[config.mk]
export PLATFORM = sky130hd
export DESIGN_NAME = gemm_mac_array
export DESIGN_NICKNAME = d
export VERILOG_FILES = /design/src/hw/gemm_pkg.sv /design/src/hw/gemm_mac_array.sv
export SDC_FILE = /design/constraint.sdc
export NUM_CORES = 2
export LEC_CHECK = 0
export ABC_CLOCK_PERIOD_IN_PS = 8700
export BUFFER_PORTS_ARGS = -buffer_cell sky130_fd_sc_hd__buf_2
export CORE_MARGIN = 2
export CORE_UTILIZATION = 58
export CTS_CLUSTER_DIAMETER = 30
export DETAILED_ROUTE_END_ITERATION = 6
export PLACE_DENSITY_LB_ADDON = 0.1
export SLEW_MARGIN = 25
export SYNTH_ARGS = -nofsm -noshare
export SYNTH_HDL_FRONTEND = slang
export SYNTH_SLANG_ARGS = --single-unit
[constraint.sdc]
create_clock -name clk_i -period 8.7 [get_ports clk_i]
set_input_delay 0.87 -clock clk_i [delete_from_list [all_inputs] [get_ports clk_i]]
set_output_delay 0.87 -clock clk_i [all_outputs]
set_load 0.01 [all_outputs]
[src/hw/gemm_pkg.sv]
package gemm_pkg;

  // matrix and datapath sizes
  localparam int unsigned MatDim = 4;
  localparam int unsigned ElemWidth = 8;
  localparam int unsigned AccWidth = 32;
  localparam int unsigned DataWidth = MatDim * ElemWidth;
  // ports 0..MatDim-1 carry A rows, the rest carry B rows
  localparam int unsigned NumPorts = 2 * MatDim;
  localparam int unsigned WordBytes = 4;

  // csr window
  localparam logic [11:0] CsrOffset = 12'h3c0;
  localparam logic [11:0] CsrBaseA = 12'd0;
  localparam logic [11:0] CsrBaseB = 12'd1;
  localparam logic [11:0] CsrBaseC = 12'd2;
  localparam logic [11:0] CsrStart = 12'd3;
  localparam logic [11:0] CsrStatus = 12'd4;

  // set and clear forms read, the two write forms write
  typedef enum logic [2:0] {
    CSRRW  = 3'd0,
    CSRRS  = 3'd1,
    CSRRC  = 3'd2,
    CSRRWI = 3'd3,
    CSRRSI = 3'd4,
    CSRRCI = 3'd5
  } csr_op_e;

  typedef struct packed {
    logic        valid;
    csr_op_e     op;
    logic [11:0] addr;
    logic [31:0] data;
    logic [4:0]  id;
  } host_req_t;

  typedef struct packed {
    logic        valid;
    logic [31:0] data;
    logic [4:0]  id;
  } host_rsp_t;

  // one per memory port
  typedef struct packed {
    logic                 valid;
    logic                 write;
    logic [31:0]          addr;
    logic [DataWidth-1:0] data;
  } mem_req_t;

  typedef struct packed {
    logic                 valid;
    logic [DataWidth-1:0] data;
  } mem_rsp_t;

  // one row per word, element k at bits k*ElemWidth
  typedef logic [MatDim-1:0][DataWidth-1:0] mat_t;
  // row-major result elements
  typedef logic [MatDim*MatDim-1:0][AccWidth-1:0] res_t;

endpackage

[src/hw/gemm_mac_array.sv]
`timescale 1ns/100ps

module gemm_mac_array import gemm_pkg::*; #(
  parameter int unsigned MatDim = gemm_pkg::MatDim
) (
  input  logic clk_i,
  input  logic rst_ni,
  input  logic start_i,
  input  mat_t a_i,
  input  mat_t b_i,
  output logic mac_done_o,
  output res_t res_o
);

  localparam int unsigned RowW = (MatDim > 1) ? $clog2(MatDim) : 1;

  logic                             active_q;
  logic                             done_q;
  logic [RowW-1:0]                  row_q;
  logic [DataWidth-1:0]             a_row;
  logic [MatDim-1:0][AccWidth-1:0] row_sum;
  res_t                             res_q;

  assign a_row = a_i[row_q];

  // one dot product per column of B
  always_comb begin
    logic signed [ElemWidth-1:0]   a_el;
    logic signed [ElemWidth-1:0]   b_el;
    logic signed [2*ElemWidth-1:0] prod;
    logic signed [AccWidth-1:0]    acc;
    for (int j = 0; j < MatDim; j++) begin
      acc = '0;
      for (int k = 0; k < MatDim; k++) begin
        a_el = a_row[k*ElemWidth +: ElemWidth];
        b_el = b_i[k][j*ElemWidth +: ElemWidth];
        prod = a_el * b_el;
        // sign extend before summing
        acc = acc + AccWidth'(prod);
      end
      row_sum[j] = acc;
    end
  end

  always_ff @(posedge clk_i or negedge rst_ni) begin
    if (!rst_ni) begin
      active_q <= 1'b0;
      done_q   <= 1'b0;
      row_q    <= '0;
    end else begin
      done_q <= 1'b0;
      if (start_i) begin
        active_q <= 1'b1;
        row_q    <= '0;
      end else if (active_q) begin
        if (row_q == RowW'(MatDim - 1)) begin
          active_q <= 1'b0;
          done_q   <= 1'b1;
        end else begin
          row_q <= row_q + 1'b1;
        end
      end
    end
  end

  always_ff @(posedge clk_i) begin
    if (active_q) begin
      for (int j = 0; j < MatDim; j++) begin
        res_q[int'(row_q) * MatDim + j] <= row_sum[j];
      end
    end
  end

  assign res_o      = res_q;
  assign mac_done_o = done_q;

endmodule

==> impl_metrics.py <==
metrics = {
    "outcome": {
        "status": "finished, final reports clean",
    },
    "finish": {
        "layout-drive-gt1-share_pct": 17.3,
        "n_fill_cell": 7860,
        "fin_nets": 7791,
        "synthToLayoutAreaGrowth_pct": 10.9,
        "final_cells": 7157,
    },
    "job": {
        "drv_cap": 0,
    },
    "routing": {
        "ant_nets": 0,
        "drc": 0,
        "via_per_inst": 5.15,
        "drt_iter0_drc": 2220,
        "drt_wl_total_mm": 145,
        "drt-pass1-iter-count": 5,
        "wire_per_inst_um": 20.2,
        "num_vias": 36838,
    },
    "die": {
        "ios": 772,
        "die-width_um": 316,
        "core_sq_mm": 0.0966,
        "std_cell_rows": 114,
        "fp.dieArea_sq_mm": 0.0999,
        "start_util_pct": 58.5,
        "die_h_um": 316,
    },
    "worst_setup_path": {
        "critical_path.endpoint": "res_o[190]",
        "cp.arrival_ns": 8.74,
        "critPathTopFamily": "adder cells",
        "critPathBufInv": 6,
        "rr_worst_depth": 24,
        "critical_path_depth": 24,
        "critPathLaunchType": "flop",
        "worst_path_most_repeated_cell": "fa_1",
        "rr_startpoint": "row_q[0]",
        "path_max_fanout": 33,
        "crit_chain": "buf_12 > buf_4 > mux4_2 > nand2_1 > fa_1 > fa_1 > fa_1 > inv_1 > fa_1 > fa_1 > fa_1 > inv_1 > fa_1 > inv_1 > fa_1 > ha_1 > nand3_1 > o22a_1 > a31oi_1 > a31oi_1 > o21bai_1 > a21oi_1 > xnor2_1 > buf_4",
        "r2r-end": "res_o[190]",
        "rrSetupSlack_ns": 0.30,
        "cpPeakStageDelay_ns": 0.88,
        "end_kind": "flop",
        "cpMaxStageDelayCell": "mux4_2",
        "cp.required_ns": 9.03,
        "crit_type": "flop to flop",
        "crit_path_start": "row_q[0]",
    },
    "timing": {
        "rsz0062_at_grt": "no",
        "min_period_over_period_pct": 96.6,
        "max-slew-margin-rel_pct": 42.2,
        "setup_viol": 0,
        "clock_skew_ns": 0.0473,
        "tightest_slew_ns": 0.867,
        "fmaxAchievable_mhz": 119,
        "finalSetupTns_ns": 0,
        "timing_hold_violations_final": 0,
        "report.final.slew_viol_count": 0,
        "finalCriticalPeriod_ns": 8.40,
    },
    "logic_synthesis": {
        "synthFlopType": "edfxtp_1",
        "synth_edf_count": 304,
        "synth_area_leader_cell": "fa_1",
        "synth_nets": 7195,
        "synth_common_cells": "inv_1, fa_1, and2_1",
        "async_flop_share_pct": 1.30,
        "ys_ff_latch": 308,
        "synth_area_sq_mm": 0.0565,
        "yosysMostFrequentCell": "inv_1",
        "yosysWarnings": 0,
        "ys_seq_area_share_pct": 16.3,
        "netlist.area_leader.share_pct": 46.2,
        "synth_cell_types": 61,
        "synthTopCellsByArea": "fa_1, edfxtp_1, inv_1, ha_1, and2_1",
        "synth_area_per_cell_sq_um": 10.8,
        "synthCells": 5232,
    },
    "worst_hold_path": {
        "min_path_type": "input pin to async pin",
    },
    "clock_network": {
        "cts_max_level": 2,
        "clk_path_buf_depth": 3,
        "ctsHoldBuffers": 0,
        "cts.reportedPaths.clkPinSlew_ns": 0.05,
        "clock_latency_ns": 0.63,
        "cts.sinks": 308,
        "root_buffer": "clkbuf_16",
        "numCtsBuffers": 50,
        "cts_tree": "yes",
    },
    "place": {
        "dp.cells": 7042,
        "io_buffers": 771,
        "gp_congestion": 0.894,
        "hpwl_mm": 125,
    },
    "global_routing": {
        "grt_first_pass_wirelength_mm": 229,
        "track_usage_pct": 30.4,
        "grt_use_met1_pct": 42.5,
        "grtUsageMet3_pct": 4.32,
        "gr-usage-met2_pct": 50.2,
        "grt_pass1_vias": 40227,
        "busiest_layer": "met2",
        "grt_max_degree": 51,
        "grt-ovfl-total": 0,
        "antenna_found_initial": 22,
    },
}
how the worst min path moves through the flow:
stage          endpoint  slack [ns]  cells past startpoint
2_1_floorplan  active_q        0.57                      0
3_3_place_gp   active_q        0.69                      1
3_5_place_dp   active_q        0.69                      1
4_1_cts        active_q        0.01                      1
5_1_grt        active_q        0.04                      1
6_report       active_q        0.04                      1
placed cells by master (no fill, tap or decap), types with 9 or more instances in the layout:
master	instances
a21oi_1	35
ha_1	400
clkbuf_16	50
edfxtp_1	304
fa_1	1304
buf_4	87
inv_1	1450
a21o_1	9
buf_12	14
nand3_1	9
mux4_2	32
nor2b_1	64
buf_2	771
o21ai_0	21
nor2_1	47
nand2b_1	66
xnor2_1	79
diode_2	16
nand2_1	421
and2_1	549
xor2_1	21
cell type report:
class / instances / area [sq um] / share of cell area [%]
Inverter: 1450 / 5440 / 8.69
Antenna cell: 16 / 40.0 / 0.0639
Clock inverter: 37 / 477 / 0.761
Tap cell: 1276 / 1600 / 2.55
Clock buffer: 52 / 1260 / 2.01
Timing Repair Buffer: 872 / 4790 / 7.65
Multi-Input combinational cell: 3146 / 39800 / 63.5
Sequential cell: 308 / 9230 / 14.7
flip-flops by register name, indices dropped and copies added, names as in the netlist:
register    flops
active_q        1
res_o         304
mac_done_o      1
row_q           2
layer usage:
layer | vias to the layer above | share of wire (%)
li1 | 16211 | -
met1 | 19217 | 41
met2 | 1209 | 49
met3 | 195 | 6.4
met4 | 6 | 3.0
met5 | - | 0.017
logic make-up (layout without fill, tap and decap cells):
group           after synthesis  in the layout  synth area share (%)
other cells                   0             16                     0
fa+ha+maj                  1704           1704                  55.1
buf+inv                    1778           2411                  13.2
mux                          32             32                  1.28
simple gates               1190           1190                  11.1
compound gates              120            120                  1.43
xor+xnor                    100            100                  1.55
flops                       308            308                  16.3
repair_timing:
item,in CTS,in global routing
resized for setup,0,5
setup buffers,0,10
endpoints found under the setup margin,0,50
metrics by stage:
step	hold WS, ns	utilization [%]	area [sq um]	worst slack [ns]
global placement	0.689	62.9	60700	0.0496
global route	0.0355	64.9	62700	0.0139
CTS	0.0115	64.7	62500	0.127
finish	0.0415	64.9	62700	0.298
floorplan	0.574	-	56500	0.786
detailed placement	0.689	62.9	60700	0.0724
Power is not shown: default switching activity piles up to over one toggle a cycle in this logic, so the estimate is an artifact.
