**config.mk**
```make
export PLATFORM = sky130hd
export DESIGN_NAME = gemm_csr
export DESIGN_NICKNAME = d
export VERILOG_FILES = /design/src/hw/gemm_pkg.sv /design/src/hw/gemm_csr.sv
export SDC_FILE = /design/constraint.sdc
export NUM_CORES = 1
export LEC_CHECK = 0
export ABC_AREA = 0
export BUFFER_PORTS_ARGS = -buffer_cell sky130_fd_sc_hd__clkbuf_2
export CAP_MARGIN = 20
export CORE_UTILIZATION = 45
export CTS_CLUSTER_SIZE = 40
export DETAILED_ROUTE_END_ITERATION = 8
export HOLD_SLACK_MARGIN = 0.05
export PLACE_DENSITY = 0.76
export REMOVE_ABC_BUFFERS = 1
export SLEW_MARGIN = 25
export SYNTH_ARGS = -nofsm -noshare
export SYNTH_HDL_FRONTEND = slang
export SYNTH_SLANG_ARGS = --single-unit
```
**constraint.sdc**
```tcl
create_clock -name clk_i -period 1 [get_ports clk_i]
set_clock_uncertainty 0.05 [all_clocks]
set_input_delay 0.05 -clock clk_i [delete_from_list [all_inputs] [get_ports clk_i]]
set_output_delay 0.05 -clock clk_i [all_outputs]
set_load 0.03 [all_outputs]
```
**src/hw/gemm_pkg.sv**
```systemverilog
package gemm_pkg;

  // matrix and datapath sizes
  localparam int unsigned MatDim = 4;
  localparam int unsigned ElemWidth = 8;
  localparam int unsigned AccWidth = 32;
  localparam int unsigned DataWidth = MatDim * ElemWidth;
  // ports 0..MatDim-1 carry A rows, the rest carry B rows
  localparam int unsigned NumPorts = 2 * MatDim;
  localparam int unsigned WordBytes = 4;

  // csr window
  localparam logic [11:0] CsrOffset = 12'h3c0;
  localparam logic [11:0] CsrBaseA = 12'd0;
  localparam logic [11:0] CsrBaseB = 12'd1;
  localparam logic [11:0] CsrBaseC = 12'd2;
  localparam logic [11:0] CsrStart = 12'd3;
  localparam logic [11:0] CsrStatus = 12'd4;

  // set and clear forms read, the two write forms write
  typedef enum logic [2:0] {
    CSRRW  = 3'd0,
    CSRRS  = 3'd1,
    CSRRC  = 3'd2,
    CSRRWI = 3'd3,
    CSRRSI = 3'd4,
    CSRRCI = 3'd5
  } csr_op_e;

  typedef struct packed {
    logic        valid;
    csr_op_e     op;
    logic [11:0] addr;
    logic [31:0] data;
    logic [4:0]  id;
  } host_req_t;

  typedef struct packed {
    logic        valid;
    logic [31:0] data;
    logic [4:0]  id;
  } host_rsp_t;

  // one per memory port
  typedef struct packed {
    logic                 valid;
    logic                 write;
    logic [31:0]          addr;
    logic [DataWidth-1:0] data;
  } mem_req_t;

  typedef struct packed {
    logic                 valid;
    logic [DataWidth-1:0] data;
  } mem_rsp_t;

  // one row per word, element k at bits k*ElemWidth
  typedef logic [MatDim-1:0][DataWidth-1:0] mat_t;
  // row-major result elements
  typedef logic [MatDim*MatDim-1:0][AccWidth-1:0] res_t;

endpackage

```
**src/hw/gemm_csr.sv**
```systemverilog
`timescale 1ns/100ps

module gemm_csr import gemm_pkg::*; (
  input  logic        clk_i,
  input  logic        rst_ni,
  input  host_req_t   host_req_i,
  input  logic        wb_done_i,
  output host_rsp_t   host_rsp_o,
  output logic        start_o,
  output logic [31:0] base_a_o,
  output logic [31:0] base_b_o,
  output logic [31:0] base_c_o
);

  logic [11:0] csr_idx;
  logic        rd_req;
  logic        wr_req;
  logic        start_req;
  logic [31:0] rdata;

  logic [31:0] base_a_q;
  logic [31:0] base_b_q;
  logic [31:0] base_c_q;
  logic        start_q;
  logic        busy_q;
  logic        done_q;

  logic        rsp_valid_q;
  logic [31:0] rsp_data_q;
  logic [4:0]  rsp_id_q;

  // register index inside the window
  assign csr_idx = host_req_i.addr - CsrOffset;

  // op decode
  always_comb begin
    rd_req = 1'b0;
    wr_req = 1'b0;
    if (host_req_i.valid) begin
      case (host_req_i.op)
        CSRRS, CSRRC, CSRRSI, CSRRCI: rd_req = 1'b1;
        CSRRW, CSRRWI: wr_req = 1'b1;
        default: begin
        end
      endcase
    end
  end

  // starts while busy are dropped
  assign start_req = wr_req && (csr_idx == CsrStart) && !busy_q;

  always_ff @(posedge clk_i or negedge rst_ni) begin
    if (!rst_ni) begin
      base_a_q <= '0;
      base_b_q <= '0;
      base_c_q <= '0;
    end else if (wr_req) begin
      case (csr_idx)
        CsrBaseA: base_a_q <= host_req_i.data;
        CsrBaseB: base_b_q <= host_req_i.data;
        CsrBaseC: base_c_q <= host_req_i.data;
        default: begin
        end
      endcase
    end
  end

  // run state, done stays set until the next start
  always_ff @(posedge clk_i or negedge rst_ni) begin
    if (!rst_ni) begin
      start_q <= 1'b0;
      busy_q  <= 1'b0;
      done_q  <= 1'b0;
    end else begin
      start_q <= start_req;
      if (start_req) begin
        busy_q <= 1'b1;
        done_q <= 1'b0;
      end else if (wb_done_i) begin
        busy_q <= 1'b0;
        done_q <= 1'b1;
      end
    end
  end

  always_comb begin
    case (csr_idx)
      CsrBaseA: rdata = base_a_q;
      CsrBaseB: rdata = base_b_q;
      CsrBaseC: rdata = base_c_q;
      CsrStatus: rdata = {30'b0, done_q, busy_q};
      default: rdata = '0;
    endcase
  end

  // read answer one cycle later
  always_ff @(posedge clk_i or negedge rst_ni) begin
    if (!rst_ni) begin
      rsp_valid_q <= 1'b0;
    end else begin
      rsp_valid_q <= rd_req;
    end
  end

  always_ff @(posedge clk_i) begin
    if (rd_req) begin
      rsp_data_q <= rdata;
      rsp_id_q   <= host_req_i.id;
    end
  end

  assign host_rsp_o.valid = rsp_valid_q;
  assign host_rsp_o.data  = rsp_data_q;
  assign host_rsp_o.id    = rsp_id_q;

  assign start_o  = start_q;
  assign base_a_o = base_a_q;
  assign base_b_o = base_b_q;
  assign base_c_o = base_c_q;

endmodule

```
==> results of run 1 <==
-- routing by layer --
metal / overflow / global-route usage [%]
met2: 222 / 106
met4: 117 / 99.7
met3: 2 / 74.4
met1: 2 / 85.4
met5: 1 / 16.1
-- repair_timing --
action | 4_1_cts
hold buffers | 39
hold endpoints to repair | 203
resized for setup | 468
gates cloned | 8
setup endpoints to repair | 266
setup buffers | 66
pin swaps | 6
-- through the flow --
| step | hold WS [ps] | std cells | instance area, um^2 | setup WS [ps] |
|---|---|---|---|---|
| after floorplan | -296 | 332 | 5490 | -2610 |
| after global placement | -114 | 811 | 7680 | -1340 |
| after detailed placement | -109 | 811 | 7680 | -1360 |
| after CTS | 0.00466 | 956 | 11300 | -750 |
-- cells by family after synthesis --
logic type	Yosys count	share of synthesized area (%)
buffers and inverters	54	4.37
flip-flops	137	64.4
AO/OA/AOI/OAI	36	6.00
XOR/XNOR	1	0.156
multiplexers	97	21.4
AND/OR/NAND/NOR	29	3.68
==> run_results.csv, run 1 <==
group,metric,value,unit
logic_synthesis,netlist_area,5610,um^2
logic_synthesis,synth_edf_count,37,
outcome,stop_error,"[ERROR GRT-0232] Routing congestion too high. Check the congestion heatmap in the GUI.",
outcome,stop_stage,"5_1_grt",
placed_design,hpwl,10500,um
logic_synthesis,ys.warnings.count,0,
floorplan,rows,40,
logic_synthesis,yosysSeqAreaShare,64.4,%
logic_synthesis,synth-seq-cells,137,
logic_synthesis,synth_area_leader_cell,"dfrtp_1",
grt,antenna_found_initial,9,
placed_design,gp_congestion,0.841,
logic_synthesis,synth-main-ff-cell,"dfrtp_1",
logic_synthesis,synth.distinct_cells,33,
floorplan,io_pins,191,
grt,grt_max_degree,46,
logic_synthesis,synthTopCellsByCount,"100 x dfrtp_1, 65 x mux2_2, 37 x edfxtp_1, 32 x inv_1",
clocking,cts-root-buf,"clkbuf_16",
sta,worst_endpoint,"base_a_o[10]$_DFFE_PN0P_/D",
clocking,cts_buffers,17,
sta,endpoint_type,"register input",
grt,grt-ovfl-total,344,
floorplan,die_w,114,um
grt,grt.total_usage,88.7,%
floorplan,start_util,46.5,%
clocking,cts_max_level,4,
logic_synthesis,synthCells,354,
floorplan,die_y,114,um
clocking,cts.sinks,137,
placed_design,port_buffers,190,
clocking,clock_tree.buffer_depth,2,
logic_synthesis,synth_top_area_share,44.6,%
logic_synthesis,yosysMostFrequentCell,"dfrtp_1",
outcome,outcome,"stopped before the end",
logic_synthesis,synth.top_cells.by_area,"dfrtp_1 45%, edfxtp_1 20%, mux2_2 13%",
logic_synthesis,async_flop_share,73.0,%
logic_synthesis,syn_avg_cell_area,15.9,um^2
==> run 2: changes to the inputs <==
--- a/config.mk
+++ b/config.mk
@@ -8,11 +8,9 @@
 export ABC_AREA = 0
 export BUFFER_PORTS_ARGS = -buffer_cell sky130_fd_sc_hd__clkbuf_2
 export CAP_MARGIN = 20
-export CORE_UTILIZATION = 45
-export CTS_CLUSTER_SIZE = 40
+export CORE_UTILIZATION = 35
 export DETAILED_ROUTE_END_ITERATION = 8
-export HOLD_SLACK_MARGIN = 0.05
-export PLACE_DENSITY = 0.76
+export PLACE_DENSITY_LB_ADDON = 0.15
 export REMOVE_ABC_BUFFERS = 1
 export SLEW_MARGIN = 25
 export SYNTH_ARGS = -nofsm -noshare
==> constraint.sdc (replaced) <==
create_clock -name clk_i -period 1.3 [get_ports clk_i]
set_clock_uncertainty 0.05 [all_clocks]
set_input_delay 0.065 -clock clk_i [delete_from_list [all_inputs] [get_ports clk_i]]
set_output_delay 0.065 -clock clk_i [all_outputs]
set_load 0.03 [all_outputs]
==> run_results.csv, run 2 <==
group,metric,value,unit
sta,fmax,570,MHz
clocking,cts-root-buf,"clkbuf_16",
route,route.detailed.drc,0,
hold_path,hp-class,"in2reg",
clocking,cts_tree,"built",
route,vias_per_cell,4.93,
final_layout,final_core_util,55.0,%
clocking,clk_pin_slew,60,ps
floorplan,rows,45,
critical_path,cp.required,1550,ps
clocking,clk_latency,410,ps
sta,setup_tns,-47140,ps
sta,min_period_over_period,135,%
final_layout,areaGrowthSynthToFinish,51.2,%
final_layout,final_cell_mix,"188 x clkbuf_2, 100 x dfrtp_1, 79 x mux2_4",
sta,rsz0062_at_grt,"yes",
sta,fin_crit,1750,ps
route,dr.pass1.iters,7,
sta,worst_slew_pin_slew,435,ps
grt,grt.total_usage,19.8,%
outcome,violations,"setup timing",
floorplan,start_util,36.4,%
critical_path,slowest_delay,530,ps
grt,grt_pass1_wl,24200,um
logic_synthesis,synthTopCellsByCount,"100 x dfrtp_1, 65 x mux2_2, 37 x edfxtp_1, 32 x inv_1",
placed_design,place_area,7100,um^2
grt,antenna_found_initial,0,
job,drv_cap,0,
sta,setup_viol,128,
clocking,cts.sinks,137,
logic_synthesis,netlist_area,5610,um^2
sta,maxSlewHeadroom,71.0,%
pwr,power.leakage,4.45,nW
logic_synthesis,synth-seq-cells,137,
route,initialDrtViolationCount,287,
placed_design,port_buffers,190,
floorplan,io_pins,191,
sta,timing.final.ws_setup,-454,ps
placed_design,dp.cells,766,
sta,finalMaxSlewViolations,0,
critical_path,slowest_stage,"or4_4",
clocking,clock_tree.buffer_depth,2,
logic_synthesis,synth-main-ff-cell,"dfrtp_1",
grt,grt_max_degree,58,
grt,grt_pass1_vias,4250,
final_layout,layout_commonest_cell,"clkbuf_2",
logic_synthesis,synthCells,354,
critical_path,setup.worst_path.start_class,"primary input",
critical_path,cp.arrival,2000,ps
grt,grt-ovfl-total,0,
final_layout,drive_gt1_share,57.7,%
placed_design,hpwl,9830,um
sta,hold_viol_final,0,
route,wl_per_cell,18.9,um
critical_path,critPathKind,"in2reg",
logic_synthesis,synth_top_area_share,44.6,%
logic_synthesis,synth.top_cells.by_area,"dfrtp_1 45%, edfxtp_1 20%, mux2_2 13%",
logic_synthesis,ys.warnings.count,0,
logic_synthesis,synth_edf_count,37,
logic_synthesis,yosysSeqAreaShare,64.4,%
logic_synthesis,yosysMostFrequentCell,"dfrtp_1",
final_layout,n_antenna_cell,0,
route,routed_wl,16000,um
pwr,p_per_area,1210,nW/um^2
pwr,p_total,10.3,mW
clocking,cts_max_level,4,
placed_design,gp_congestion,0.751,
floorplan,core,15400,um^2
final_layout,fillers,1317,
critical_path,endpoint_kind,"flop",
logic_synthesis,syn_avg_cell_area,15.9,um^2
final_layout,final_nets,677,
route,drt.antenna.violating_nets,0,
pwr,ir_drop,0.987,mV
floorplan,die-area,16600,um^2
logic_synthesis,synth.distinct_cells,33,
final_layout,final-instance-count-excl-fill,845,
logic_synthesis,async_flop_share,73.0,%
route,vias,4163,
floorplan,die_w,129,um
floorplan,die_y,129,um
critical_path,cp_max_fo,18,
critical_path,worst-path-buf-inv,3,
logic_synthesis,synth_area_leader_cell,"dfrtp_1",
critical_path,cp_cell_sequence,"buf_6 -> or4_4 -> buf_6 -> nor4_4 -> and4b_2 -> buf_12 -> mux2_2",
outcome,outcome,"finished with violations",
clocking,cts_buffers,17,
critical_path,path_delay_family,"simple AND/OR/NAND/NOR gates",
critical_path,cp_common_cell,"buf_6",
final_layout,final_area,8490,um^2
## run 2: cell counts after synthesis
No cell type changed its count.
## run 2: tightest hold or removal path, stage by stage
cell      delay (ps)
buf_6             70
nand2b_1         130
o21ai_1           80
## run 2: power by group
group / switching (mW) / internal [mW]
combinational: 0.359 / 0.265
sequential: 0.0200 / 4.49
clock: 1.81 / 3.36
## run 2: repair_timing
| action | in CTS | in global routing |
|---|---|---|
| pin swaps | 3 | 2 |
| hold buffers | 39 | 0 |
| resized for setup | 39 | 27 |
| setup endpoints to repair | 128 | 128 |
| endpoints found under the hold margin | 203 | 0 |
| setup buffers | 4 | 1 |
| gates cloned | 3 | 1 |
## run 2: logic make-up (layout without fill, tap and decap cells)
group / count (synthesis) / after routing / synth area share (%)
xor gates and xnor gates: 1 / 1 / 0.156
buffers and inverters: 54 / 334 / 4.37
DFF: 137 / 137 / 64.4
AOI/OAI and AO/OA: 36 / 36 / 6.00
and+or+nand+nor: 29 / 29 / 3.68
muxes: 97 / 97 / 21.4
## run 2: final timing paths
path	from	endpoint	slack, ps	cells after the start
max	host_req_i[42]	base_a_o[30]$_DFFE_PN0P_	-450	7
min	host_req_i[42]	rsp_data_q[0]$_DFFE_PP_	50	3
max reg2reg	base_a_o[1]$_DFFE_PN0P_	rsp_data_q[1]$_DFFE_PP_	100	3
min reg2reg	done_q$_DFFE_PN0P_	done_q$_DFFE_PN0P_	460	2
max in group asynchronous	rst_ni	base_c_o[18]$_DFFE_PN0P_	780	3
min in group asynchronous	rst_ni	done_q$_DFFE_PN0P_	120	3
## run 2: per-layer routing
metal  global-route usage (%)  vias to the layer above  wire length, um
li1                         -                     1865                -
met1                     24.4                     2092             6740
met2                     33.8                      193             7790
met3                     5.99                       13             1270
met4                     5.47                        0              182
met5                        0                        -                0
## run 2: cell type report
cell class / count / area [um^2] / area share [%]
well taps: 211 / 264 / 3.11
multi-input cells: 163 / 1970 / 23.2
clock buffers: 21 / 470 / 5.54
clock inverters: 11 / 168 / 1.97
inverters: 32 / 120 / 1.41
flip-flops and latches: 137 / 3610 / 42.6
repair buffers: 270 / 1880 / 22.2
## run 2: per-stage QoR
step                      setup WS, ps  hold WS, ps
final                             -454         51.7
after global routing              -493         49.5
after CTS                         -464         62.1
after detailed placement         -1090         21.4
after global placement           -1080         17.0
after floorplan                  -2320         -281
(Power assumes the default switching activity.)
