==> src/hw/gemm_pkg.sv <==
package gemm_pkg;

  // matrix and datapath sizes
  localparam int unsigned MatDim = 4;
  localparam int unsigned ElemWidth = 8;
  localparam int unsigned AccWidth = 32;
  localparam int unsigned DataWidth = MatDim * ElemWidth;
  // ports 0..MatDim-1 carry A rows, the rest carry B rows
  localparam int unsigned NumPorts = 2 * MatDim;
  localparam int unsigned WordBytes = 4;

  // csr window
  localparam logic [11:0] CsrOffset = 12'h3c0;
  localparam logic [11:0] CsrBaseA = 12'd0;
  localparam logic [11:0] CsrBaseB = 12'd1;
  localparam logic [11:0] CsrBaseC = 12'd2;
  localparam logic [11:0] CsrStart = 12'd3;
  localparam logic [11:0] CsrStatus = 12'd4;

  // set and clear forms read, the two write forms write
  typedef enum logic [2:0] {
    CSRRW  = 3'd0,
    CSRRS  = 3'd1,
    CSRRC  = 3'd2,
    CSRRWI = 3'd3,
    CSRRSI = 3'd4,
    CSRRCI = 3'd5
  } csr_op_e;

  typedef struct packed {
    logic        valid;
    csr_op_e     op;
    logic [11:0] addr;
    logic [31:0] data;
    logic [4:0]  id;
  } host_req_t;

  typedef struct packed {
    logic        valid;
    logic [31:0] data;
    logic [4:0]  id;
  } host_rsp_t;

  // one per memory port
  typedef struct packed {
    logic                 valid;
    logic                 write;
    logic [31:0]          addr;
    logic [DataWidth-1:0] data;
  } mem_req_t;

  typedef struct packed {
    logic                 valid;
    logic [DataWidth-1:0] data;
  } mem_rsp_t;

  // one row per word, element k at bits k*ElemWidth
  typedef logic [MatDim-1:0][DataWidth-1:0] mat_t;
  // row-major result elements
  typedef logic [MatDim*MatDim-1:0][AccWidth-1:0] res_t;

endpackage

==> src/hw/gemm_fetch.sv <==
`timescale 1ns/100ps

module gemm_fetch import gemm_pkg::*; #(
  parameter int unsigned MatDim   = gemm_pkg::MatDim,
  parameter int unsigned NumPorts = gemm_pkg::NumPorts
) (
  input  logic                    clk_i,
  input  logic                    rst_ni,
  input  logic                    start_i,
  input  logic [31:0]             base_a_i,
  input  logic [31:0]             base_b_i,
  input  mem_rsp_t [NumPorts-1:0] mem_rsp_i,
  output mem_req_t [NumPorts-1:0] fetch_req_o,
  output logic                    fetch_done_o,
  output mat_t                    a_o,
  output mat_t                    b_o
);

  logic                                issue_q;
  logic                                waiting_q;
  logic                                done_q;
  logic [NumPorts-1:0]                 pending_q;
  logic [NumPorts-1:0]                 rsp_valid;
  logic [NumPorts-1:0]                 pending_next;
  logic [NumPorts-1:0][DataWidth-1:0] data_q;

  // one read per port, A rows low, B rows high
  always_comb begin
    for (int i = 0; i < NumPorts; i++) begin
      fetch_req_o[i].valid = issue_q;
      fetch_req_o[i].write = 1'b0;
      fetch_req_o[i].data  = '0;
      if (i < MatDim) begin
        fetch_req_o[i].addr = base_a_i + 32'(i * WordBytes);
      end else begin
        fetch_req_o[i].addr = base_b_i + 32'((i - MatDim) * WordBytes);
      end
    end
  end

  always_comb begin
    for (int i = 0; i < NumPorts; i++) begin
      rsp_valid[i] = mem_rsp_i[i].valid;
    end
  end

  assign pending_next = pending_q & ~rsp_valid;

  always_ff @(posedge clk_i or negedge rst_ni) begin
    if (!rst_ni) begin
      issue_q   <= 1'b0;
      waiting_q <= 1'b0;
      done_q    <= 1'b0;
      pending_q <= '0;
    end else begin
      issue_q <= start_i;
      done_q  <= 1'b0;
      if (issue_q) begin
        pending_q <= '1;
        waiting_q <= 1'b1;
      end else begin
        pending_q <= pending_next;
        // last outstanding port answered
        if (waiting_q && (pending_next == '0)) begin
          waiting_q <= 1'b0;
          done_q    <= 1'b1;
        end
      end
    end
  end

  // ports answer in any order
  always_ff @(posedge clk_i) begin
    for (int i = 0; i < NumPorts; i++) begin
      if (rsp_valid[i] && pending_q[i]) begin
        data_q[i] <= mem_rsp_i[i].data;
      end
    end
  end

  always_comb begin
    for (int r = 0; r < MatDim; r++) begin
      a_o[r] = data_q[r];
      b_o[r] = data_q[r + MatDim];
    end
  end

  assign fetch_done_o = done_q;

endmodule

==> config.mk <==
export PLATFORM = sky130hd
export DESIGN_NAME = gemm_fetch
export DESIGN_NICKNAME = d
export VERILOG_FILES = /design/src/hw/gemm_pkg.sv /design/src/hw/gemm_fetch.sv
export SDC_FILE = /design/constraint.sdc
export NUM_CORES = 1
export LEC_CHECK = 0
export BUFFER_PORTS_ARGS = -buffer_cell sky130_fd_sc_hd__buf_2
export CELL_PAD_IN_SITES_DETAIL_PLACEMENT = 0
export CELL_PAD_IN_SITES_GLOBAL_PLACEMENT = 1
export CORE_AREA = 3 3 438 440
export CTS_BUF_LIST = sky130_fd_sc_hd__clkbuf_4 sky130_fd_sc_hd__clkbuf_8
export DETAILED_ROUTE_END_ITERATION = 10
export DIE_AREA = 0 0 441 443
export GPL_TIMING_DRIVEN = 0
export PLACE_DENSITY_LB_ADDON = 0.1
export SLEW_MARGIN = 20
export SYNTH_ARGS = -nofsm -noshare
export SYNTH_HDL_FRONTEND = slang
export SYNTH_SLANG_ARGS = --single-unit
export TNS_END_PERCENT = 20
==> constraint.sdc <==
create_clock -name clk_i -period 3.9 [get_ports clk_i]
set_input_delay 0.78 -clock clk_i [delete_from_list [all_inputs] [get_ports clk_i]]
set_output_delay 0.78 -clock clk_i [all_outputs]
set_load 0.05 [all_outputs]
==> results.json, run 1 <==
{
  "status": "finished with violations",
  "violations": "negative setup slack",
  "synth-xor-area-share_pct": 10.32,
  "drc": 0,
  "hold_viol_final": 0,
  "r2r_setup_slack_ps": 2170,
  "finalSetupViolCount": 1,
  "ys_top_cells_by_area": "edfxtp_1, buf_4, xnor2_1",
  "worstHoldEndpoint": "issue_q$_DFF_PN0_",
  "clk_latency_ps": 650,
  "die_x_um": 441,
  "grt_max_degree": 33,
  "critPathLaunchType": "primary input",
  "powerDensity_nw_per_um2": 394.3,
  "max_freq_ghz": 0.2554,
  "r2r-end": "waiting_q$_DFFE_PN0P_",
  "path_class": "primary input to primary output",
  "drtIter0Drc": 429,
  "layout.cells.non_filler": 4816,
  "slowest_stage": "nor4_1",
  "r2r-start": "pending_q[2]$_DFF_PN0_",
  "ys_ff_latch": 267,
  "antenna_found_initial": 27,
  "rsz0062_at_grt": "yes",
  "worst_slew_pin_slew_ps": 1089,
  "die_area_um2": 195400,
  "place_congestion": 0.7771,
  "cts_tree": "done",
  "synth_adder_area_share_pct": 0.7102,
  "synth_compound_area_share_pct": 0.5593,
  "netlist_area_um2": 14090,
  "synthMuxAreaShare_pct": 0,
  "grt_usage_pct": 7.791,
  "synth_edf_count": 256,
  "worstHoldStart": "start_i",
  "layout-drive-gt1-share_pct": 57.54,
  "cp_slowest_stage_delay_ps": 990,
  "cp_max_fo": 8,
  "hold_class": "primary input to flop",
  "io_buffer_count": 808,
  "grt_pass1_vias": 12560,
  "ios": 1116,
  "rr_worst_depth": 4,
  "drt_first_pass_iters": 4,
  "grt-ovfl-total": 0,
  "place_ws_ps": -407.7,
  "p_sw_share_pct": 39.12,
  "p_int_mw": 5.676,
  "syn_area_per_cell_um2": 12.40,
  "cp.arrival_ps": 3130,
  "final_cell_mix": "buf_2, buf_4, conb_1",
  "ctsLongestPathBuffers": 3,
  "switchingPower_mw": 3.647,
  "syn2layout_area_growth_pct": 67.76,
  "crit_path_end_kind": "primary output",
  "setup_tns_ps": -14.90,
  "critPathTopFamily": "simple AND/OR/NAND/NOR gates",
  "p_seq_share_pct": 36.2,
  "grt_pass1_wl_mm": 106.8,
  "die_h_um": 443,
  "wl_per_cell_um": 17.02,
  "fillers": 21720,
  "yosysUniqueCellTypes": 45,
  "synth-seq-area-share_pct": 56.50,
  "vias": 11940,
  "crit_required_ps": 3120,
  "pwr-share-clk_pct": 32.8,
  "finalCritPeriodShare_pct": 100.4,
  "initial_core_util_pct": 7.497,
  "slew_violations": 0,
  "fin_total_pwr_mw": 9.323,
  "fin_ws_ps": -14.90,
  "crit_top_cell": "buf_2",
  "path_buf_inv": 3,
  "cts_buffers": 53,
  "cts.sinks": 267,
  "postSynth.asyncResetShare_pct": 4.120,
  "nets": 2612,
  "place_inst": 4709,
  "mostFrequentLayoutCell": "buf_2",
  "htreeDepth": 2,
  "p_leak_nw": 10.38,
  "ys.flop_type": "edfxtp_1",
  "drv_cap": 0,
  "skew_ps": 42.61,
  "fin_crit_ps": 3915,
  "via_per_inst": 2.479,
  "cts_root_buf": "clkbuf_8",
  "dp_hpwl_mm": 71.14,
  "path_cells": "buf_2, buf_2, nand4_2, nor4_1, nand4_1, xnor2_1, buf_2",
  "routed_wl_mm": 81.98,
  "synth_top_family_by_area": "buffers and inverters",
  "whs_path_depth": 1,
  "rows": 159,
  "ys_warn_count": 0,
  "core_region_area_um2": 188000,
  "relSlewSlack_pct": 26.74,
  "combPwrFrac_pct": 31.0,
  "ant_nets": 0,
  "synth_top_area_cell": "edfxtp_1",
  "synth_top_area_share_pct": 54.55,
  "yosys.area_share.simple_pct": 10.55,
  "synthCells": 1137,
  "ir_worst_vdd_mv": 0.2047,
  "path_clk_slew_ps": 60
}
worst reg2reg max path: stages, from the launching register on:
cell,delay (ps)
dfrtp_1,360
nor2b_1,140
a2111oi_0,620
o2111ai_1,270
a21o_1,230
state kept, by name (all words and copies together), names as in the netlist:
name,count
a_o,128
b_o,128
fetch_done_o,1
issue_q,1
pending_q,8
waiting_q,1
final cells by class:
| cell class | instances | area (µm²) | area share [%] |
|---|---|---|---|
| plain buffers | 400 | 2944 | 12.45 |
| multi-input cells | 716 | 4230 | 17.89 |
| inverters | 17 | 63.81 | 0.2699 |
| flip-flops and latches | 267 | 7963 | 33.68 |
| clock buffers | 68 | 842.1 | 3.561 |
| diodes | 8 | 20.02 | 0.08467 |
| well taps | 2495 | 3122 | 13.20 |
| repair buffers | 818 | 4214 | 17.82 |
| clock inverters | 27 | 245.2 | 1.037 |
power groups by stage:
| stage | sequential, mW | clock (mW) | combinational (mW) |
|---|---|---|---|
| 3_3_place_gp | 3.45 | 0 | 2.90 |
| 5_1_grt | 3.39 | 3.37 | 3.02 |
| 4_1_cts | 3.38 | 3.29 | 2.91 |
| 2_1_floorplan | 3.95 | 0 | 1.66 |
| 6_report | 3.38 | 3.06 | 2.89 |
| 3_5_place_dp | 3.44 | 0 | 2.90 |
cell usage after synthesis (11+ instances only):
| library cell | n |
|---|---|
| buf_4 | 357 |
| edfxtp_1 | 256 |
| xnor2_1 | 108 |
| nand2_1 | 66 |
| xor2_1 | 58 |
| nor2_1 | 37 |
| nand3_1 | 31 |
| nand4_1 | 26 |
| nor3_1 | 26 |
| buf_2 | 22 |
| inv_1 | 16 |
| nor4_1 | 12 |
| and4_1 | 11 |
| dfrtp_1 | 11 |
stage by stage:
stage          hold slack [ps]  cell area [µm²]  util [%]
5_1_grt                  147.9            23630     12.57
3_5_place_dp             461.2            22400     11.92
2_1_floorplan            441.6            15080         -
4_1_cts                  108.9            23600     12.55
6_report                 233.9            23640     12.58
3_3_place_gp             455.2            22250     11.83
timing repair:
item                                   in CTS  in global routing
setup buffers                               3                  0
hold buffers                                1                  0
gates resized for setup                    13                  4
cloned                                      0                  0
pin swaps                                   2                  1
setup endpoints to repair                  26                 16
endpoints found under the hold margin      11                  0
routing by layer:
metal  global-route usage (%)  wire length [µm]  vias to the layer above
li1                         -                 -                     5551
met1                    6.703             25300                     5631
met2                    16.29             47020                      648
met3                    3.214              8379                       93
met4                    1.404              1159                       18
met5                        0               117                        -
cell families after synthesis:
group | count (synthesis)
other | 1
XOR/XNOR | 166
adder cells (fa/ha/maj) | 8
flip-flops | 267
buffers and inverters | 417
AND/OR/NAND/NOR | 267
AO/OA/AOI/OAI | 11
how the worst max path moves through the flow:
| stage | start | to | slack (ps) | cells after the start |
|---|---|---|---|---|
| after floorplan | base_b_i[3] | fetch_req_o[525] | 130 | 6 |
| after global placement | base_a_i[3] | fetch_req_o[129] | -370 | 7 |
| after detailed placement | base_a_i[3] | fetch_req_o[129] | -410 | 7 |
| after CTS | base_a_i[2] | fetch_req_o[252] | -60 | 8 |
| after global routing | base_b_i[4] | fetch_req_o[384] | -140 | 7 |
| final | base_b_i[4] | fetch_req_o[450] | -10 | 7 |
No activity file was read; power rests on OpenSTA's default activity.
==> run 2, diff against run 1 <==
--- a/config.mk
+++ b/config.mk
@@ -5,13 +5,14 @@
 export SDC_FILE = /design/constraint.sdc
 export NUM_CORES = 1
 export LEC_CHECK = 0
+export ABC_AREA = 1
 export BUFFER_PORTS_ARGS = -buffer_cell sky130_fd_sc_hd__buf_2
 export CELL_PAD_IN_SITES_DETAIL_PLACEMENT = 0
 export CELL_PAD_IN_SITES_GLOBAL_PLACEMENT = 1
-export CORE_AREA = 3 3 438 440
+export CORE_AREA = 3 3 432 434
 export CTS_BUF_LIST = sky130_fd_sc_hd__clkbuf_4 sky130_fd_sc_hd__clkbuf_8
 export DETAILED_ROUTE_END_ITERATION = 10
-export DIE_AREA = 0 0 441 443
+export DIE_AREA = 0 0 435 437
 export GPL_TIMING_DRIVEN = 0
 export PLACE_DENSITY_LB_ADDON = 0.1
 export SLEW_MARGIN = 20
==> results.json, run 2 <==
{
  "status": "complete, no violations",
  "vias": 13030,
  "fillers": 21270,
  "via_per_inst": 2.546,
  "cp.arrival_ps": 2870,
  "hold_class": "primary input to flop",
  "antenna_found_initial": 20,
  "rsz0062_at_grt": "yes",
  "p_leak_nw": 11.46,
  "nets": 2953,
  "grt_pass1_vias": 13370,
  "switchingPower_mw": 3.602,
  "p_sw_share_pct": 39.65,
  "slew_violations": 0,
  "layout-drive-gt1-share_pct": 53.55,
  "multiInputGateArea_um2": 4886,
  "drtIter0Drc": 315,
  "path_class": "primary input to primary output",
  "mostFrequentLayoutCell": "buf_2",
  "synth_edf_count": 256,
  "cts_root_buf": "clkbuf_8",
  "ir_worst_vdd_mv": 0.1991,
  "final_core_util_pct": 13.33,
  "synth-seq-area-share_pct": 53.01,
  "place_ws_ps": -220.0,
  "path_clk_slew_ps": 50,
  "post-synth-top-count-cell": "buf_4",
  "wl_per_cell_um": 17.04,
  "ys_top_cells_by_area": "edfxtp_1, buf_4, nand2_1",
  "routed_wl_mm": 87.17,
  "fin_total_pwr_mw": 9.085,
  "pwr-share-clk_pct": 30.5,
  "slowest_stage": "ha_2",
  "grt-ovfl-total": 0,
  "place_inst": 5025,
  "ctsLongestPathBuffers": 3,
  "final_cell_mix": "buf_2, buf_4, nand2_1",
  "synthCells": 1463,
  "io_buffer_count": 827,
  "postSynth.asyncResetShare_pct": 4.120,
  "skew_ps": 29.42,
  "htreeDepth": 2,
  "layout.cells.non_filler": 5117,
  "max_freq_ghz": 0.2741,
  "ys_warn_count": 0,
  "die_h_um": 437,
  "dp_hpwl_mm": 76.78,
  "p_int_mw": 5.482,
  "ys.flop_type": "edfxtp_1",
  "combPwrFrac_pct": 32.3,
  "cts_tree": "done",
  "finalCritPeriodShare_pct": 93.54,
  "yosysUniqueCellTypes": 24,
  "syn_area_per_cell_um2": 10.27,
  "drc": 0,
  "crit_required_ps": 3120,
  "crit_path_end_kind": "primary output",
  "critPathLaunchType": "primary input",
  "path_cells": "buf_2, ha_2, nand2_1, nor2_1, inv_1, nor2_1, nand3_1, nand2_1, buf_2",
  "cp_slowest_stage_delay_ps": 410,
  "finalSetupViolCount": 0,
  "die_area_um2": 190100,
  "initial_core_util_pct": 8.204,
  "grt_max_degree": 31,
  "fin_ws_ps": 252.1,
  "die_x_um": 435,
  "cts_buffers": 48,
  "synth_top_area_cell": "edfxtp_1",
  "p_seq_share_pct": 37.2,
  "cts.sinks": 267,
  "cp_max_fo": 6,
  "hold_viol_final": 0,
  "drt_first_pass_iters": 5,
  "fin_crit_ps": 3648,
  "ios": 1116,
  "grt_usage_pct": 8.653,
  "synth_top_area_share_pct": 51.18,
  "ys_ff_latch": 267,
  "powerDensity_nw_per_um2": 372.1,
  "clk_latency_ps": 640,
  "place_congestion": 0.7394,
  "rows": 157,
  "ant_nets": 0,
  "drv_cap": 0,
  "core_region_area_um2": 183100,
  "ys_top_cells_by_count": "buf_4, nand2_1, edfxtp_1, inv_1, nand3_1",
  "final-seq-area_um2": 7963,
  "grt_pass1_wl_mm": 115.1,
  "syn2layout_area_growth_pct": 62.52,
  "netlist_area_um2": 15020
}
run 2: cell count changes after synthesis, moves of 16 or more:
cell / previous run / this run
nand3_1: 31 / 84
inv_1: 16 / 93
nand4_1: 26 / 3
nor3_1: 26 / 0
nor2_2: 0 / 34
buf_2: 22 / 6
nor2_4: 0 / 36
nand2_1: 66 / 339
xnor2_1: 108 / 19
nor2_1: 37 / 75
nand2_2: 0 / 26
run 2: routing by layer:
layer  part of all wire (%)  track usage [%]
met5                  0.039                0
met4                    1.2            1.368
met3                    8.4            3.143
met2                     56            17.39
met1                     35            8.437
run 2: cells by family after synthesis:
group                    Yosys count  share of synthesized area [%]
other                              1                        0.02497
AND/OR/NAND/NOR                  613                          19.83
XOR/XNOR                          87                          5.073
AO/OA/AOI/OAI                      9                         0.2999
adder cells (fa/ha/maj)            8                         0.6664
flip-flops                       267                          53.01
buffers and inverters            478                          21.10
run 2: metrics by stage:
stage	instance area (µm²)	hold WS, ps	TNS [ps]
floorplan	16010	442.2	0
global placement	23230	456.6	-1627
detailed placement	23400	459.2	-1867
CTS	24380	165.7	0
global route	24410	192.7	-47.70
finish	24410	273.7	0
run 2: power by group through the flow:
stage / sequential [mW] / combinational [mW] / clock (mW)
2_1_floorplan: 3.95 / 1.67 / 0
3_3_place_gp: 3.45 / 2.96 / 0
3_5_place_dp: 3.44 / 2.97 / 0
4_1_cts: 3.38 / 2.98 / 2.98
5_1_grt: 3.39 / 3.09 / 3.06
6_report: 3.38 / 2.93 / 2.77
run 2: final cells by class:
type                    instances  area share (%)
inverters                     105           1.630
clock inverters                23          0.7893
repair buffers                838           17.75
plain buffers                 373           11.37
clock buffers                  63           3.167
multi-input cells             981           20.01
flip-flops and latches        267           32.62
well taps                    2464           12.63
diodes                          3         0.03075
run 2: final timing paths:
path,slack [ps],to,start,depth (start not counted)
worst max register to register,2580,fetch_done_o$_DFF_PN0_,issue_q$_DFF_PN0_,3
worst min-delay path,270,issue_q$_DFF_PN0_,start_i,1
min in group asynchronous,610,pending_q[7]$_DFF_PN0_,rst_ni,2
worst max-delay path,250,fetch_req_o[393],base_b_i[4],9
worst min register to register,470,waiting_q$_DFFE_PN0P_,waiting_q$_DFFE_PN0P_,2
max in group asynchronous,3040,pending_q[4]$_DFF_PN0_,rst_ni,2
run 2: worst max-delay path, delay by kind of cell:
kind,cells,cell delay (ps)
buffers and inverters,3,640
AND/OR/NAND/NOR,5,1020
adder cells (fa/ha/maj),1,410
run 2: timing repair:
action                     CTS  global route
hold buffers                 1             0
setup buffers                0             2
hold endpoints to repair    11             0
setup endpoints to repair   18             8
resized for setup            2             3
